`src/include/noc_link_defines.svh`:
```
`ifndef NOC_LINK_DEFINES_SVH
`define NOC_LINK_DEFINES_SVH

// Link flit payload width in bits.
`define NOC_FLIT_WIDTH 16

// Request packet width, which is three flits on the link.
`define NOC_FWD_WIDTH 48

// Return packet width, which is two flits on the link.
`define NOC_REV_WIDTH 32

// Receive buffer depth per channel, also the credit count at reset.
`define NOC_CREDITS 4

// Credit counters must hold the full value, so one bit more than the log.
`define NOC_CREDIT_WIDTH $clog2(`NOC_CREDITS + 1)

// Address bits of one receive FIFO.
`define NOC_FIFO_ADDR_WIDTH $clog2(`NOC_CREDITS)

`endif

```
`src/noc_link_pkg.sv`:
```
`include "noc_link_defines.svh"

package noc_link_pkg;

  // Channel tag carried by every flit on the link.
  typedef enum logic
  {
    CHAN_FWD = 1'b0,
    CHAN_REV = 1'b1
  } noc_chan_e;

  typedef enum logic
  {
    SER_IDLE = 1'b0,
    SER_SEND = 1'b1
  } ser_state_e;

  // One link beat, the tag sits in the top bits.
  typedef struct packed
  {
    noc_chan_e                 chan;
    logic                      last;
    logic [`NOC_FLIT_WIDTH-1:0] data;
  } noc_flit_s;

endpackage

```
`src/wide_link_serializer.sv`:
```
`timescale 1ns/1ps

`include "noc_link_defines.svh"

module wide_link_serializer
 #(parameter int width_p = `NOC_FWD_WIDTH
  )
  (input                             core_clk_i
  ,input                             rst_i

  ,input                             v_i
  ,input  [width_p-1:0]              data_i
  ,output                            ready_and_o

  ,input  noc_link_pkg::noc_chan_e   chan_i

  ,output                            flit_v_o
  ,output noc_link_pkg::noc_flit_s   flit_o
  ,input                             yumi_i
  );

  import noc_link_pkg::*;

  localparam int flit_w_lp = `NOC_FLIT_WIDTH;
  localparam int els_lp    = (width_p + flit_w_lp - 1) / flit_w_lp;
  localparam int idx_w_lp  = (els_lp > 1) ? $clog2(els_lp) : 1;
  localparam int buf_w_lp  = els_lp * flit_w_lp;

  ser_state_e           state_r;
  logic [idx_w_lp-1:0]  idx_r;
  logic [buf_w_lp-1:0]  data_r;
  logic                 last_flit;

  assign last_flit = (idx_r == idx_w_lp'(els_lp - 1));

  always_ff @(posedge core_clk_i)
  begin
    if (rst_i)
    begin
      state_r <= SER_IDLE;
      idx_r   <= '0;
    end
    else
    begin
      case (state_r)
        SER_IDLE:
        begin
          if (v_i)
          begin
            state_r <= SER_SEND;
            idx_r   <= '0;
          end
        end
        SER_SEND:
        begin
          if (yumi_i)
          begin
            if (last_flit)
              state_r <= SER_IDLE; // Packet done, accept the next one.
            else
              idx_r <= idx_r + 1'b1;
          end
        end
        default: state_r <= SER_IDLE;
      endcase
    end
  end

  always_ff @(posedge core_clk_i)
  begin
    if ((state_r == SER_IDLE) && v_i)
      data_r <= buf_w_lp'(data_i); // Low flit goes out first.
  end

  assign ready_and_o = (state_r == SER_IDLE);
  assign flit_v_o    = (state_r == SER_SEND);

  assign flit_o.chan = chan_i;
  assign flit_o.last = last_flit;
  assign flit_o.data = data_r[idx_r*flit_w_lp +: flit_w_lp];

endmodule

```
`src/channel_tunnel_tx.sv`:
```
`timescale 1ns/1ps

`include "noc_link_defines.svh"

module channel_tunnel_tx
  (input                             core_clk_i
  ,input                             rst_i

  ,input                             fwd_v_i
  ,input  noc_link_pkg::noc_flit_s   fwd_flit_i
  ,output                            fwd_yumi_o

  ,input                             rev_v_i
  ,input  noc_link_pkg::noc_flit_s   rev_flit_i
  ,output                            rev_yumi_o

  ,output                            link_v_o
  ,output noc_link_pkg::noc_flit_s   link_flit_o
  ,input  [1:0]                      link_token_i
  );

  import noc_link_pkg::*;

  localparam int cnt_w_lp = `NOC_CREDIT_WIDTH;

  logic [1:0][cnt_w_lp-1:0] credit_r;
  noc_chan_e                last_r;
  logic                     fwd_elig, rev_elig;
  logic                     grant_fwd, grant_rev;
  logic [1:0]               send;
  logic                     link_v_r;
  noc_flit_s                link_flit_r;

  assign fwd_elig = fwd_v_i & (credit_r[CHAN_FWD] != '0);
  assign rev_elig = rev_v_i & (credit_r[CHAN_REV] != '0);

  // On a tie the channel that did not go last wins.
  assign grant_rev = rev_elig & (~fwd_elig | (last_r == CHAN_FWD));
  assign grant_fwd = fwd_elig & ~grant_rev;

  assign send[CHAN_FWD] = grant_fwd;
  assign send[CHAN_REV] = grant_rev;

  assign fwd_yumi_o = grant_fwd;
  assign rev_yumi_o = grant_rev;

  always_ff @(posedge core_clk_i)
  begin
    if (rst_i)
    begin
      for (int i = 0; i < 2; i++)
        credit_r[i] <= cnt_w_lp'(`NOC_CREDITS);
      last_r   <= CHAN_REV; // Forward gets the first tie.
      link_v_r <= 1'b0;
    end
    else
    begin
      for (int i = 0; i < 2; i++)
        credit_r[i] <= credit_r[i] - cnt_w_lp'(send[i]) + cnt_w_lp'(link_token_i[i]);
      if (grant_fwd | grant_rev)
        last_r <= grant_rev ? CHAN_REV : CHAN_FWD;
      link_v_r <= grant_fwd | grant_rev;
    end
  end

  always_ff @(posedge core_clk_i)
  begin
    if (grant_fwd | grant_rev)
      link_flit_r <= grant_rev ? rev_flit_i : fwd_flit_i;
  end

  assign link_v_o    = link_v_r;
  assign link_flit_o = link_flit_r;

endmodule

```
`src/channel_tunnel_rx.sv`:
```
`timescale 1ns/1ps

`include "noc_link_defines.svh"

module channel_tunnel_rx
  (input                             core_clk_i
  ,input                             rst_i

  ,input                             link_v_i
  ,input  noc_link_pkg::noc_flit_s   link_flit_i

  ,output                            fwd_v_o
  ,output noc_link_pkg::noc_flit_s   fwd_flit_o
  ,input                             fwd_yumi_i

  ,output                            rev_v_o
  ,output noc_link_pkg::noc_flit_s   rev_flit_o
  ,input                             rev_yumi_i
  );

  import noc_link_pkg::*;

  localparam int aw_lp = `NOC_FIFO_ADDR_WIDTH;

  // Pointers carry one wrap bit to tell full from empty.
  logic [1:0][aw_lp:0] wptr_r, rptr_r;
  noc_flit_s           mem_r [2][`NOC_CREDITS];
  logic [1:0]          wr_en, rd_en, not_empty;

  assign wr_en[CHAN_FWD] = link_v_i & (link_flit_i.chan == CHAN_FWD);
  assign wr_en[CHAN_REV] = link_v_i & (link_flit_i.chan == CHAN_REV);

  assign rd_en[CHAN_FWD] = fwd_yumi_i;
  assign rd_en[CHAN_REV] = rev_yumi_i;

  always_ff @(posedge core_clk_i)
  begin
    if (rst_i)
    begin
      wptr_r <= '0;
      rptr_r <= '0;
    end
    else
    begin
      for (int i = 0; i < 2; i++)
      begin
        if (wr_en[i])
          wptr_r[i] <= wptr_r[i] + 1'b1;
        if (rd_en[i])
          rptr_r[i] <= rptr_r[i] + 1'b1;
      end
    end
  end

  always_ff @(posedge core_clk_i)
  begin
    for (int i = 0; i < 2; i++)
      if (wr_en[i])
        mem_r[i][wptr_r[i][aw_lp-1:0]] <= link_flit_i; // Space is guaranteed by credits.
  end

  for (genvar i = 0; i < 2; i++)
  begin: status
    assign not_empty[i] = (wptr_r[i] != rptr_r[i]);
  end

  assign fwd_v_o    = not_empty[CHAN_FWD];
  assign fwd_flit_o = mem_r[CHAN_FWD][rptr_r[CHAN_FWD][aw_lp-1:0]];
  assign rev_v_o    = not_empty[CHAN_REV];
  assign rev_flit_o = mem_r[CHAN_REV][rptr_r[CHAN_REV][aw_lp-1:0]];

endmodule

```
`src/wide_link_deserializer.sv`:
```
`timescale 1ns/1ps

`include "noc_link_defines.svh"

module wide_link_deserializer
 #(parameter int width_p = `NOC_FWD_WIDTH
  )
  (input                             core_clk_i
  ,input                             rst_i

  ,input                             flit_v_i
  ,input  noc_link_pkg::noc_flit_s   flit_i
  ,output                            yumi_o
  ,output                            token_o

  ,output                            v_o
  ,output [width_p-1:0]              data_o
  ,input                             ready_and_i
  );

  import noc_link_pkg::*;

  localparam int flit_w_lp = `NOC_FLIT_WIDTH;
  localparam int els_lp    = (width_p + flit_w_lp - 1) / flit_w_lp;
  localparam int idx_w_lp  = (els_lp > 1) ? $clog2(els_lp) : 1;

  logic [els_lp*flit_w_lp-1:0] data_r;
  logic [idx_w_lp-1:0]         idx_r;
  logic                        v_r;
  logic                        pop;

  // A held packet blocks further pops.
  assign pop = flit_v_i & ~v_r;

  always_ff @(posedge core_clk_i)
  begin
    if (rst_i)
    begin
      idx_r <= '0;
      v_r   <= 1'b0;
    end
    else if (pop)
    begin
      idx_r <= flit_i.last ? '0 : idx_r + 1'b1;
      v_r   <= flit_i.last;
    end
    else if (v_r & ready_and_i)
      v_r <= 1'b0;
  end

  always_ff @(posedge core_clk_i)
  begin
    if (pop)
      data_r[idx_r*flit_w_lp +: flit_w_lp] <= flit_i.data;
  end

  assign yumi_o  = pop;
  assign token_o = pop; // One credit back per flit that leaves the FIFO.
  assign v_o     = v_r;
  assign data_o  = data_r[width_p-1:0];

endmodule

```
`src/noc_io_link.sv`:
```
`timescale 1ns/1ps

`include "noc_link_defines.svh"

module noc_io_link
  (input                              core_clk_i
  ,input                              rst_i

  ,input                              fwd_v_i
  ,input  [`NOC_FWD_WIDTH-1:0]        fwd_data_i
  ,output                             fwd_ready_and_o

  ,input                              rev_v_i
  ,input  [`NOC_REV_WIDTH-1:0]        rev_data_i
  ,output                             rev_ready_and_o

  ,output                             fwd_v_o
  ,output [`NOC_FWD_WIDTH-1:0]        fwd_data_o
  ,input                              fwd_ready_and_i

  ,output                             rev_v_o
  ,output [`NOC_REV_WIDTH-1:0]        rev_data_o
  ,input                              rev_ready_and_i

  ,output                             link_v_o
  ,output noc_link_pkg::noc_flit_s    link_flit_o
  ,input  [1:0]                       link_token_i

  ,input                              link_v_i
  ,input  noc_link_pkg::noc_flit_s    link_flit_i
  ,output [1:0]                       link_token_o
  );

  import noc_link_pkg::*;

  logic      fwd_ser_v, fwd_ser_yumi, rev_ser_v, rev_ser_yumi;
  noc_flit_s fwd_ser_flit, rev_ser_flit;
  logic      fwd_fifo_v, fwd_fifo_yumi, rev_fifo_v, rev_fifo_yumi;
  noc_flit_s fwd_fifo_flit, rev_fifo_flit;

  wide_link_serializer
 #(.width_p    (`NOC_FWD_WIDTH)
  ) u_fwd_ser
  (.core_clk_i (core_clk_i)
  ,.rst_i      (rst_i)
  ,.v_i        (fwd_v_i)
  ,.data_i     (fwd_data_i)
  ,.ready_and_o(fwd_ready_and_o)
  ,.chan_i     (CHAN_FWD)
  ,.flit_v_o   (fwd_ser_v)
  ,.flit_o     (fwd_ser_flit)
  ,.yumi_i     (fwd_ser_yumi)
  );

  wide_link_serializer
 #(.width_p    (`NOC_REV_WIDTH)
  ) u_rev_ser
  (.core_clk_i (core_clk_i)
  ,.rst_i      (rst_i)
  ,.v_i        (rev_v_i)
  ,.data_i     (rev_data_i)
  ,.ready_and_o(rev_ready_and_o)
  ,.chan_i     (CHAN_REV)
  ,.flit_v_o   (rev_ser_v)
  ,.flit_o     (rev_ser_flit)
  ,.yumi_i     (rev_ser_yumi)
  );

  channel_tunnel_tx u_tunnel_tx
  (.core_clk_i  (core_clk_i)
  ,.rst_i       (rst_i)
  ,.fwd_v_i     (fwd_ser_v)
  ,.fwd_flit_i  (fwd_ser_flit)
  ,.fwd_yumi_o  (fwd_ser_yumi)
  ,.rev_v_i     (rev_ser_v)
  ,.rev_flit_i  (rev_ser_flit)
  ,.rev_yumi_o  (rev_ser_yumi)
  ,.link_v_o    (link_v_o)
  ,.link_flit_o (link_flit_o)
  ,.link_token_i(link_token_i)
  );

  channel_tunnel_rx u_tunnel_rx
  (.core_clk_i (core_clk_i)
  ,.rst_i      (rst_i)
  ,.link_v_i   (link_v_i)
  ,.link_flit_i(link_flit_i)
  ,.fwd_v_o    (fwd_fifo_v)
  ,.fwd_flit_o (fwd_fifo_flit)
  ,.fwd_yumi_i (fwd_fifo_yumi)
  ,.rev_v_o    (rev_fifo_v)
  ,.rev_flit_o (rev_fifo_flit)
  ,.rev_yumi_i (rev_fifo_yumi)
  );

  wide_link_deserializer
 #(.width_p    (`NOC_FWD_WIDTH)
  ) u_fwd_deser
  (.core_clk_i (core_clk_i)
  ,.rst_i      (rst_i)
  ,.flit_v_i   (fwd_fifo_v)
  ,.flit_i     (fwd_fifo_flit)
  ,.yumi_o     (fwd_fifo_yumi)
  ,.token_o    (link_token_o[CHAN_FWD])
  ,.v_o        (fwd_v_o)
  ,.data_o     (fwd_data_o)
  ,.ready_and_i(fwd_ready_and_i)
  );

  wide_link_deserializer
 #(.width_p    (`NOC_REV_WIDTH)
  ) u_rev_deser
  (.core_clk_i (core_clk_i)
  ,.rst_i      (rst_i)
  ,.flit_v_i   (rev_fifo_v)
  ,.flit_i     (rev_fifo_flit)
  ,.yumi_o     (rev_fifo_yumi)
  ,.token_o    (link_token_o[CHAN_REV])
  ,.v_o        (rev_v_o)
  ,.data_o     (rev_data_o)
  ,.ready_and_i(rev_ready_and_i)
  );

endmodule

```
`config.mk`:
```
export PLATFORM = sky130hd
export DESIGN_NAME = noc_io_link
export DESIGN_NICKNAME = d
export VERILOG_FILES = /design/src/noc_link_pkg.sv /design/src/wide_link_serializer.sv /design/src/channel_tunnel_tx.sv /design/src/channel_tunnel_rx.sv /design/src/wide_link_deserializer.sv /design/src/noc_io_link.sv
export VERILOG_INCLUDE_DIRS = /design/src /design/src/include
export SDC_FILE = /design/constraint.sdc
export NUM_CORES = 1
export LEC_CHECK = 0
export BUFFER_PORTS_ARGS = -buffer_cell sky130_fd_sc_hd__buf_2
export CORE_MARGIN = 2
export CORE_UTILIZATION = 50
export CTS_CLUSTER_DIAMETER = 30
export DETAILED_ROUTE_END_ITERATION = 7
export PLACE_DENSITY_LB_ADDON = 0.2
export SYNTH_ARGS = -nofsm -noshare
export SYNTH_HDL_FRONTEND = slang
export SYNTH_SLANG_ARGS = --single-unit
```
`constraint.sdc`:
```
create_clock -name core_clk_i -period 4.5 [get_ports core_clk_i]
set_input_delay 0 -clock core_clk_i [delete_from_list [all_inputs] [get_ports core_clk_i]]
set_output_delay 0 -clock core_clk_i [all_outputs]
set_load 0.005 [all_outputs]
```
# Word-level counts from Yosys, hierarchy flattened

Memories as Yosys holds them, arrays and structs flattened.
Index checks and enable logic that the tools add are counted.

Register bits: 208
Bits in writable memories: 144
Input bits: 107
Output and inout bits: 105
Logic and storage cells: 136
Memories: 1

Memory list:

| name              | words | bits a word | rd ports | clocked after Yosys merged registers in | wr ports | RTL line                | source |
|---|---|---|---|---|---|---|---|
| u_tunnel_rx.mem_r | 2     | 72          | 2        | 0                                       | 1        | channel_tunnel_rx.sv:27 | `` noc_flit_s mem_r [2][`NOC_CREDITS]; `` |

Add/sub/neg operators: 14
Magnitude comparators: 6
Equal/unequal tests: 8
Shift operators: 6
Muxes and demuxes: 43
Bitwise gates (word level): 24
Reduce and logical (&&, ||, !) cells: 11

Operator list:

| kind                       | number |
|---|---|
| $mux W72                   | 4 |
| $bmux W18 S2               | 2 |
| $demux W18 S2              | 2 |
| $reduce_or A72 Y1          | 1 |
| $mux W17                   | 4 |
| $mux W18                   | 3 |
| $bwmux W48                 | 1 |
| $shift A16 B34 Y48 const A | 1 |
| $shiftx A16 B34 Y48        | 1 |
| $shiftx A48 B7 Y16         | 1 |
| $neg A5 Y34                | 1 |
| $neg A6 Y34                | 1 |
| $shift A16 B34 Y32 const A | 1 |
| $shiftx A16 B34 Y32        | 1 |
| $bwmux W32                 | 1 |
| $shiftx A32 B6 Y16         | 1 |
| $mux W1                    | 18 |
| $add A3 B1 Y3 const B      | 4 |
| $ge A3 B3 Y1 const B       | 4 |
| $not A2 Y3                 | 4 |
| $and A1 B1 Y1              | 10 |
| $mux W2                    | 4 |
| $not A1 Y1                 | 8 |
| $add A3 B1 Y3              | 2 |
| 16 further kinds           | 32 |

# Depth between registers and ports, before layout

Gate-level depths: netlist (run 1).

Depth after elaboration: 9
Depth in mapped cells: 11
Mapped depth without buffers: 10

# Hierarchy

A second synthesis (run 1) with hierarchy kept.

Cells, all modules: 733
Area total of the unflattened synthesis: 13794.5 µm²

Modules (own cells, without submodules):

| module                               | times used | cells each | area an instance (µm²) | sequential area each (µm²) |
|---|---|---|---|---|
| channel_tunnel_rx                    | 1          | 263        | 5884.4                 | 4564.4 |
| wide_link_serializer (u_fwd_ser)     | 1          | 120        | 2043.2                 | 1501.4 |
| wide_link_deserializer (u_fwd_deser) | 1          | 129        | 2018.2                 | 1501.4 |
| wide_link_serializer (u_rev_ser)     | 1          | 61         | 1300.0                 | 1001.0 |
| wide_link_deserializer (u_rev_deser) | 1          | 79         | 1291.2                 | 1001.0 |
| channel_tunnel_tx                    | 1          | 79         | 1249.9                 | 700.7 |
| noc_io_link                          | 1          | 2          | 7.5                    | 0.0 |

# Worst setup path after synthesis (run 1)

Ideal clock, no wire load.

Path type: reg-to-reg
Start: register u_fwd_ser.state_r, in the netlist u_fwd_ser.flit_v_o
End: register u_fwd_ser.idx_r[1]
Library setup time: 0.121 ns
Data arrival time: 2.976 ns
Required time: 4.379 ns
Setup slack: 1.404 ns
Cell stages (with the launch flop): 4
Path buffers: 0
Clock period less this slack: 3.096 ns
Cells stage by stage: dfxtp_1 > nor2b_1 > nor3b_1 > mux2_2

Word-level cells in the longest chain between the ends: 8
Elaborated cells between the ends (all ways): 12
Those cells by class: 3 x eq/ne; 1 x mux; 7 x bitwise; 1 x reduce/logical

RTL lines:

| what                               | RTL line                   | source |
|---|---|---|
| from (decl)                        | wide_link_serializer.sv:29 | `ser_state_e state_r;` |
| from (signal assigned)             | wide_link_serializer.sv:40 | `state_r <= SER_IDLE;` |
| from (signal assigned)             | wide_link_serializer.sv:50 | `state_r <= SER_SEND;` |
| from (signal assigned)             | wide_link_serializer.sv:59 | `state_r <= SER_IDLE;` |
| $and A1 B1 Y1                      | channel_tunnel_tx.sv:34    | `assign fwd_elig = fwd_v_i & (credit_r[CHAN_FWD] != '0);` |
| $not A1 Y1                         | channel_tunnel_tx.sv:38    | `assign grant_rev = rev_elig & (~fwd_elig \| (last_r == CHAN_FWD));` |
| $or A1 B1 Y1                       | channel_tunnel_tx.sv:38    |  |
| $and A1 B1 Y1                      | channel_tunnel_tx.sv:38    |  |
| $not A1 Y1                         | channel_tunnel_tx.sv:39    | `assign grant_fwd = fwd_elig & ~grant_rev;` |
| $and A1 B1 Y1                      | channel_tunnel_tx.sv:39    |  |
| $ne A2 B1 Y1 (no source line)      | n/a                        |  |
| $reduce_and A3 Y1 (no source line) | n/a                        |  |
| to (signal assigned)               | wide_link_serializer.sv:61 | `idx_r <= idx_r + 1'b1;` |
| to (decl)                          | wide_link_serializer.sv:30 | `logic [idx_w_lp-1:0] idx_r;` |

Several ways; a longest one is shown, not always the timed one.
A chain may end at the register's enable or synchronous reset.

# Worst setup path after layout (run 1)

Start: register u_tunnel_tx.credit_r[1] (netlist bit)
End: register u_tunnel_tx.credit_r[3] (netlist bit)

Word-level cells in the longest chain between the ends: 7

RTL lines:

| what                              | RTL line                | source |
|---|---|---|
| from (decl)                       | channel_tunnel_tx.sv:26 | `logic [1:0][cnt_w_lp-1:0] credit_r;` |
| from (signal, indexed assignment) | channel_tunnel_tx.sv:52 | `` credit_r[i] <= cnt_w_lp'(`NOC_CREDITS); `` |
| from (signal, indexed assignment) | channel_tunnel_tx.sv:59 | `credit_r[i] <= credit_r[i] - cnt_w_lp'(send[i]) + cnt_w_lp'(link_token_i[i]);` |
| $reduce_bool A3 Y1                | channel_tunnel_tx.sv:34 |  |
| $and A1 B1 Y1                     | channel_tunnel_tx.sv:34 |  |
| $not A1 Y1                        | channel_tunnel_tx.sv:38 |  |
| $or A1 B1 Y1                      | channel_tunnel_tx.sv:38 |  |
| $and A1 B1 Y1                     | channel_tunnel_tx.sv:38 |  |
| $sub A3 B1 Y3                     | channel_tunnel_tx.sv:59 |  |
| $add A3 B1 Y3                     | channel_tunnel_tx.sv:59 |  |

No other way between the ends.

==> impl_metrics.yaml, run 1 <==
run_status:
  status: "completed"
power:
  cellLeakagePower_nw: 6.74
  power.density_nw_per_um2: 603
  p_clk_frac: 0.424
  comb_power_share: 0.179
  power.total_mw: 10.8
  p_sw_frac: 0.253
  p_int_mw: 8.09
  power.switching_mw: 2.75
  pwr-share-seq: 0.397
  vdd.ir_drop.worst_mv: 0.351
global_routing:
  grt_pass1_vias: 7958
  overflow: 0
  track_usage: 0.203
  grt_pass1_wl_mm: 43.5
  grt_max_degree: 39
  antenna_found_initial: 1
clock_tree:
  cts_buffer_depth: 3
  clk_pin_slew_worst_paths_ns: 0.05
  cts_root_buf: "clkbuf_16"
  post_cts_buffers: 0
  cts_tree: "built"
  htreeDepth: 2
  cts_made_buffers: 61
  worst_skew_pair.late_latency_ns: 0.56
  cts_sinks: 344
detailed_routing:
  vias: 7383
  via_per_inst: 5.01
  dr.pass1.iters: 4
  routedWlPerCell_um: 19.1
  wl_mm: 28.1
  drtAntennaViolNets: 0
  drc: 0
  first_iter_violations: 369
sta:
  timing.slew.headroom: 0.185
  setup_viol: 0
  final_hold_viol_count: 0
  skew_ns: 0.0135
  max_freq_ghz: 0.397
  finalMaxSlewViolations: 0
  finalSetupTns_ns: 0
  fin_crit_sh: 0.559
  period_needed_ns: 2.52
  setup_slack_ns: 1.98
  rsz0062_at_grt: "false"
  holdWs_ns: 0.148
  worst_slew_pin_slew_ns: 1.22
cells_and_area:
  final_nets: 1212
  fillers: 1716
  finalInstanceArea_um2: 18000
  final_core_util: 0.689
  drive_gt1_frac: 0.331
  fin_cells: 1473
  syn_to_final_growth_pct: 35.0
die:
  die-area_um2: 27900
  rows: 59
  die_h_um: 167
  core_um2: 26100
  die_width_um: 167
  start_util: 0.511
  ios: 212
logic_synthesis:
  yosys.area.top_type_share: 0.709
  yosys-top-cells-count: "314 x edfxtp_1, 71 x and2_1, 53 x mux2i_1"
  synthArstFlopShare: 0
  ys_ff_latch: 344
  synth_enable_flop_cells: 314
  yosysWarnings: 0
  synth_nets: 843
  synth_area_um2: 13300
  synth.most_common_cell: "edfxtp_1"
  synthDistinctLibCells: 45
  syn_inst: 715
  synthTopCellsByArea: "edfxtp_1 71%, mux4_2 5.6%, dfxtp_1 4.5%, mux2i_1 4.0%, and2_1 3.3%"
  yosysTopAreaCell: "edfxtp_1"
  yosys_most_used_dff: "edfxtp_1"
  syn_avg_cell_area_um2: 18.6
  yosysSeqAreaShare: 0.754
setup_path:
  crit_chain: "o31ai_4 > o21ai_2 > inv_4 > ha_1 > inv_1 > ha_1 > nor2b_1 > dlygate4sd3_1"
  crit_path_end_kind: "flip-flop"
  startpoint_type: "flip-flop"
  crit_path_frequent_cell: "ha_1"
  cpPeakStageDelay_ns: 0.58
  worst-setup-path-type: "reg2reg"
  path_buf_inv: 3
  worst_ep_required_time_ns: 4.94
  cp_slowest_cell: "dlygate4sd3_1"
  cp.arrival_ns: 2.95
  r2r_slack_ns: 1.98
  path_delay_family: "buffers and inverters"
  crit_fanout: 19
placement:
  placedCellCount: 1244
  dp_hpwl_mm: 16.9
  gp_congestion: 0.771
  place_area_um2: 14700
  portBuffers: 211
  dpl_worst_slack_ns: 2.05
flow_run:
  maxCapViolations: 0
min_path:
  hold_class: "in2reg"
-- metal layers --
metal	GRT usage	vias up	wire [um]
met5	0	-	0
li1	-	3496	-
met2	0.354	231	14500
met3	0.0473	59	1430
met1	0.245	3597	11300
met4	0.0787	0	813
-- area by class of cell --
cell class                 instances  area (um^2)  share of cell area
multi-input combinational        316         3030               0.169
clock buffer                      70         1610              0.0898
sequential                       344        10000               0.558
antenna                            2         5.00            0.000279
timing repair buffer             335         2270               0.126
clock inverter                    45          500              0.0279
inverter                          26          100             0.00557
tap                              335          419              0.0233
-- registers in the layout (all words and copies together), names as in the netlist --
| register | cells |
|---|---|
| u_rev_ser.flit_v_o | 1 |
| u_fwd_deser.idx_r | 2 |
| u_fwd_ser.flit_v_o | 1 |
| u_tunnel_rx.mem_r | 136 |
| u_fwd_ser.data_r | 48 |
| u_tunnel_tx.link_v_o | 1 |
| u_rev_deser.data_o | 32 |
| u_tunnel_tx.last_r | 1 |
| u_tunnel_rx.wptr_r | 6 |
| u_tunnel_tx.credit_r | 6 |
| u_rev_deser.v_o | 1 |
| u_rev_ser.idx_r | 1 |
| u_fwd_deser.data_o | 48 |
| u_rev_ser.data_r | 32 |
| u_rev_deser.idx_r | 1 |
| u_tunnel_tx.link_flit_o | 18 |
| u_fwd_deser.v_o | 1 |
| u_fwd_ser.idx_r | 2 |
| u_tunnel_rx.rptr_r | 6 |
-- cell usage in the layout (no fill, tap or decap), types with 16 or more instances in the layout --
master         synthesis  layout
buf_2                 10     211
edfxtp_1             314     314
inv_1                 24      24
dlygate4sd3_1          0     112
mux4_2                33      33
a2bb2oi_1             16      16
nor2b_1               24      23
and2_1                71      71
mux2i_1               53      53
dfxtp_1               30      30
clkbuf_16              0      63
ha_1                  19      19
-- logic make-up (layout without fill, tap and decap cells) --
family                     count (synthesis)  in the layout  share of synthesized area
AOI/OAI and AO/OA                         41             41                     0.0276
xor gates and xnor gates                  20             20                     0.0132
adders and majority gates                 21             21                     0.0209
buffers and inverters                     55            476                     0.0195
DFF                                      344            344                      0.754
muxes                                     93             93                      0.103
other                                      0              2                          0
and+or+nand+nor                          141            141                     0.0622
-- what timing repair did --
| action | 4_1_cts | 5_1_grt |
|---|---|---|
| endpoints found under the setup margin | 0 | 0 |
| gates resized for setup | 0 | 0 |
| hold buffers | 112 | 0 |
| endpoints found under the hold margin | 243 | 0 |
-- power by group through the flow --
stage	combinational (mW)	sequential, mW	clock, mW
final	1.94	4.30	4.60
after global routing	2.14	4.35	4.82
after floorplan	1.18	4.33	0
after detailed placement	1.86	4.36	0
after CTS	1.97	4.30	4.65
after global placement	1.84	4.34	0
-- path summary, 6_finish.rpt --
| path | start | cells past startpoint | endpoint |
|---|---|---|---|
| worst max-delay path | u_tunnel_tx.credit_r[1] | 8 | u_tunnel_tx.credit_r[3] |
| worst min-delay path | fwd_data_i[34] | 2 | u_fwd_ser.data_r[34] |
| worst min register to register | u_fwd_deser.idx_r[1] | 2 | u_fwd_deser.idx_r[1] |
| worst max register to register | u_tunnel_tx.credit_r[1] | 8 | u_tunnel_tx.credit_r[3] |
Note: power is estimated with default switching activity, not from simulation.
==> run 2, diff against run 1 <==
Clock period 4.5 ns to 2.6 ns, I/O delays scaled along.
==> impl_metrics.yaml, run 2 (same netlist as run 1, synthesis figures left out) <==
placement:
  dpl_worst_slack_ns: 0.317
  place_area_um2: 14900
  dp_hpwl_mm: 16.8
  portBuffers: 211
  placedCellCount: 1265
  gp_congestion: 0.769
sta:
  worst_slew_pin_slew_ns: 0.687
  final_hold_viol_count: 0
  period_needed_ns: 2.30
  rsz0062_at_grt: "false"
  setup_slack_ns: 0.295
  finalSetupTns_ns: 0
  fin_crit_sh: 0.887
  max_freq_ghz: 0.434
  holdWs_ns: 0.141
  setup_viol: 0
  skew_ns: 0.0167
  timing.slew.headroom: 0.541
  finalMaxSlewViolations: 0
die:
  rows: 59
  core_um2: 26100
  die_h_um: 167
  ios: 212
  start_util: 0.511
  die-area_um2: 27900
  die_width_um: 167
setup_path:
  r2r_start: "u_tunnel_tx.credit_r[4]"
  crit_path_end_kind: "flip-flop"
  startpoint_type: "flip-flop"
  crit_fanout: 4
  worst-setup-path-type: "reg2reg"
  worstReg2RegEnd: "u_tunnel_tx.credit_r[2]"
  cp.arrival_ns: 2.73
  worst_ep_required_time_ns: 3.03
  rr_worst_depth: 10
  r2r_slack_ns: 0.30
clock_tree:
  cts_tree: "built"
  htreeDepth: 2
  cts_root_buf: "clkbuf_16"
  post_cts_buffers: 0
  cts_made_buffers: 60
  clk_pin_slew_worst_paths_ns: 0.06
  cts_buffer_depth: 3
  holdBufCountCts: 112
  cts_sinks: 344
  cts_resized: 0
  worst_skew_pair.late_latency_ns: 0.57
global_routing:
  grt_max_degree: 33
  grt_pass1_vias: 8014
  antenna_found_initial: 0
  track_usage: 0.208
  overflow: 0
  grt_pass1_wl_mm: 44.8
min_path:
  hold_class: "in2reg"
  hold_depth: 2
  min_from: "fwd_data_i[3]"
  min_to: "u_fwd_ser.data_r[3]"
cells_and_area:
  fin_cells: 1491
  syn_to_final_growth_pct: 35.9
  fillers: 1695
  finalInstanceArea_um2: 18100
  drive_gt1_frac: 0.343
  final_nets: 1232
  final_core_util: 0.694
  largest_reg_flops: 136
  multi_input_area_um2: 3030
  antenna_cells: 0
  layout_common_cells: "314 x edfxtp_1, 211 x buf_2, 112 x dlygate4sd3_1, 71 x and2_1, 60 x clkbuf_16"
  final_common_cell: "edfxtp_1"
  regArea_um2: 10000
detailed_routing:
  routedWlPerCell_um: 19.3
  via_per_inst: 5.11
  wl_mm: 28.8
  vias: 7617
  dr.pass1.iters: 5
  drc: 0
  first_iter_violations: 520
  drtAntennaViolNets: 0
power:
  power.density_nw_per_um2: 1040
  cellLeakagePower_nw: 6.85
  power.total_mw: 18.8
  vdd.ir_drop.worst_mv: 0.612
flow_run:
  maxCapViolations: 0
run_status:
  status: "completed"
[run 2: changes by cell type in the layout (fill, tap and decap cells not counted), moves of 2 or more]
| cell | delta |
|---|---|
| buf_4 | +20 |
| clkinv_2 | +4 |
| clkinvlp_4 | -4 |
| clkbuf_16 | -3 |
| diode_2 | -2 |
| inv_8 | +2 |
[run 2: critical path: stages, from the launching register on]
cell and delay, ns:
dfxtp_1 0.34, o31a_1 0.35, a21oi_1 0.23, ha_1 0.27, inv_1 0.06, ha_1 0.13
inv_1 0.05, fa_1 0.37, xor2_1 0.18, xnor2_1 0.13, nand2_1 0.06
[run 2: metal layers]
layer / track usage / wire (um) / share of wire / vias to the layer above
li1: - / - / - / 3534
met1: 0.270 / 11900 / 0.41 / 3800
met2: 0.354 / 14800 / 0.51 / 236
met3: 0.0404 / 1490 / 0.052 / 47
met4: 0.0690 / 643 / 0.022 / 0
met5: 0 / 0 / 0 / -
[run 2: area by class of cell]
class | count | area share
Inverter | 26 | 0.00553
Clock inverter | 48 | 0.0302
Clock buffer | 66 | 0.0843
Tap cell | 335 | 0.0232
Sequential cell | 344 | 0.555
Multi-Input combinational cell | 316 | 0.168
Timing Repair Buffer | 356 | 0.135
[run 2: where the power goes]
part           leakage, nW  total [mW]  internal, mW  switching (mW)
clock                0.998        7.89          5.16            2.73
combinational         2.67        3.54          1.66            1.88
sequential            3.18        7.38          7.07           0.312
total                 6.85        18.8          13.9            4.93
[run 2: how the worst max path moves through the flow]
stage / start / end / slack (ns) / cells past startpoint
finish: u_tunnel_tx.credit_r[4] / u_tunnel_tx.credit_r[2] / 0.30 / 10
global route: u_tunnel_tx.credit_r[4] / u_tunnel_tx.credit_r[2] / 0.17 / 10
CTS: u_tunnel_tx.credit_r[4] / u_tunnel_tx.credit_r[2] / 0.28 / 10
detailed placement: u_fwd_ser.flit_v_o / u_tunnel_tx.credit_r[5] / 0.32 / 10
global placement: u_tunnel_tx.credit_r[4] / u_tunnel_tx.credit_r[2] / 0.36 / 10
floorplan: u_tunnel_rx.rptr_r[3] / u_rev_deser.data_o[0] / 0.19 / 4
==> run 3, diff against run 2 <==
Settings changed: PLACE_DENSITY set to 0.72, PLACE_DENSITY_LB_ADDON 0.2 to unset.
==> impl_metrics.yaml, run 3 (same netlist as run 1, synthesis figures left out) <==
detailed_routing:
  routedWlPerCell_um: 20.2
  drc: 0
  wl_mm: 30.2
  via_per_inst: 5.19
  first_iter_violations: 465
  dr.pass1.iters: 5
  drtAntennaViolNets: 0
  vias: 7772
setup_path:
  crit_path_end_kind: "flip-flop"
  cp_slowest_cell: "dfxtp_1"
  rr_worst_depth: 10
  r2r_start: "u_fwd_ser.flit_v_o"
  crit_fanout: 6
  cp.arrival_ns: 2.76
  cp.depth: 10
  startpoint_type: "flip-flop"
  r2r_slack_ns: 0.24
  path_buf_inv: 2
  worst-setup-path-type: "reg2reg"
  startpoint: "u_fwd_ser.flit_v_o"
  critPathCapture: "u_tunnel_tx.credit_r[5]"
  cpPeakStageDelay_ns: 0.46
  worst_ep_required_time_ns: 3.01
  path_delay_family: "adder cells"
  worstReg2RegEnd: "u_tunnel_tx.credit_r[5]"
  crit_chain: "o31ai_4 > o21ai_2 > inv_4 > ha_1 > inv_1 > ha_1 > fa_1 > xnor2_1 > xnor2_1 > nand2_1"
placement:
  placedCellCount: 1262
  dp_hpwl_mm: 16.7
  portBuffers: 211
  gp_congestion: 0.731
sta:
  final_hold_viol_count: 0
  finalMaxSlewViolations: 0
  setup_viol: 0
  period_needed_ns: 2.36
  max_freq_ghz: 0.424
  rsz0062_at_grt: "false"
  finalSetupTns_ns: 0
  skew_ns: 0.0252
  timing.slew.headroom: 0.694
  worst_slew_pin_slew_ns: 0.459
  fin_crit_sh: 0.907
clock_tree:
  worst_skew_pair.late_latency_ns: 0.55
  cts_sinks: 344
  cts_root_buf: "clkbuf_16"
  cts_resized: 0
  htreeDepth: 3
  cts_tree: "built"
  clk_pin_slew_worst_paths_ns: 0.06
  cts_buffer_depth: 3
  post_cts_buffers: 0
  cts_made_buffers: 68
global_routing:
  overflow: 0
  grt_pass1_wl_mm: 47.6
  track_usage: 0.223
  grt_max_degree: 42
  grt_pass1_vias: 8578
  antenna_found_initial: 0
cells_and_area:
  regArea_um2: 10000
  syn_to_final_growth_pct: 38.4
  antenna_cells: 0
  fillers: 1609
  drive_gt1_frac: 0.351
  final_common_cell: "edfxtp_1"
  multi_input_area_um2: 3030
  final_nets: 1234
  largest_reg_flops: 136
  layout_common_cells: "314 x edfxtp_1, 211 x buf_2, 109 x dlygate4sd3_1, 71 x and2_1, 68 x clkbuf_16"
  fin_cells: 1497
die:
  core_um2: 26100
  die-area_um2: 27900
  start_util: 0.511
  rows: 59
  die_h_um: 167
  die_width_um: 167
  ios: 212
run_status:
  status: "completed"
power:
  vdd.ir_drop.worst_mv: 0.584
  cellLeakagePower_nw: 7.01
  power.density_nw_per_um2: 1090
min_path:
  hold_class: "in2reg"
flow_run:
  maxCapViolations: 0
-- run 3: cell count changes in the layout (fill, tap and decap cells not counted), moves of 2 or more --
cell	change
buf_4	-4
bufinv_16	+4
clkbuf_1	+2
clkbuf_16	+8
clkinv_1	-4
clkinv_2	-2
clkinvlp_4	-3
dlygate4sd3_1	-3
inv_16	+2
inv_6	+4
-- run 3: worst min-delay path by stage --
stage | from | end | slack, ns | depth (start not counted)
finish | fwd_data_i[6] | u_fwd_ser.data_r[6] | 0.17 | 2
global route | rev_data_i[5] | u_rev_ser.data_r[5] | 0.15 | 2
CTS | rev_data_i[4] | u_rev_ser.data_r[4] | 0.14 | 2
detailed placement | rev_data_i[14] | u_rev_ser.data_r[14] | 0.18 | 1
global placement | rev_data_i[5] | u_rev_ser.data_r[5] | 0.18 | 1
floorplan | fwd_data_i[0] | u_fwd_ser.data_r[0] | 0.1 | 0
-- run 3: per-stage QoR --
stage	instance area, um^2	total power [mW]	utilization	hold WS, ns	setup WS (ns)
2_1_floorplan	13300	9.53	-	0.0989	0.187
3_3_place_gp	14900	10.7	0.571	0.177	0.372
3_5_place_dp	14900	10.8	0.571	0.178	0.251
4_1_cts	18400	20.2	0.706	0.139	0.224
5_1_grt	18400	20.9	0.706	0.151	0.0863
6_report	18400	20.1	0.706	0.167	0.242
-- run 3: layer usage --
layer  vias to the layer above  GRT usage  wire length (um)
met2                       328      0.387             15600
met4                         0     0.0997              1060
li1                       3549          -                 -
met5                         -          0                 0
met1                      3812      0.257             11400
met3                        83     0.0648              2180
-- run 3: final cells by class --
| type | instances | share of cell area |
|---|---|---|
| flip-flops and latches | 344 | 0.545 |
| multi-input cells | 316 | 0.165 |
| repair buffers | 350 | 0.130 |
| clock buffers | 76 | 0.0941 |
| clock inverters | 50 | 0.0381 |
| well taps | 335 | 0.0228 |
| inverters | 26 | 0.00544 |
-- run 3: power breakdown --
| group | leakage, nW | switching (mW) | total, mW | internal, mW |
|---|---|---|---|---|
| logic | 2.65 | 1.86 | 3.50 | 1.65 |
| clock network | 1.18 | 3.01 | 9.21 | 6.20 |
| registers | 3.18 | 0.301 | 7.37 | 7.07 |
-- run 3: worst register-to-register path, stage by stage (launching register included) --
cell and delay (ns):
dfxtp_1 0.46, o31ai_4 0.17, o21ai_2 0.24, inv_4 0.04
ha_1 0.26, inv_1 0.03, ha_1 0.19, fa_1 0.42
xnor2_1 0.21, xnor2_1 0.14, nand2_1 0.06
-- run 3: timing repair --
item	in CTS	in global routing
endpoints found under the setup margin	0	0
endpoints found under the hold margin	240	0
hold buffers	109	0
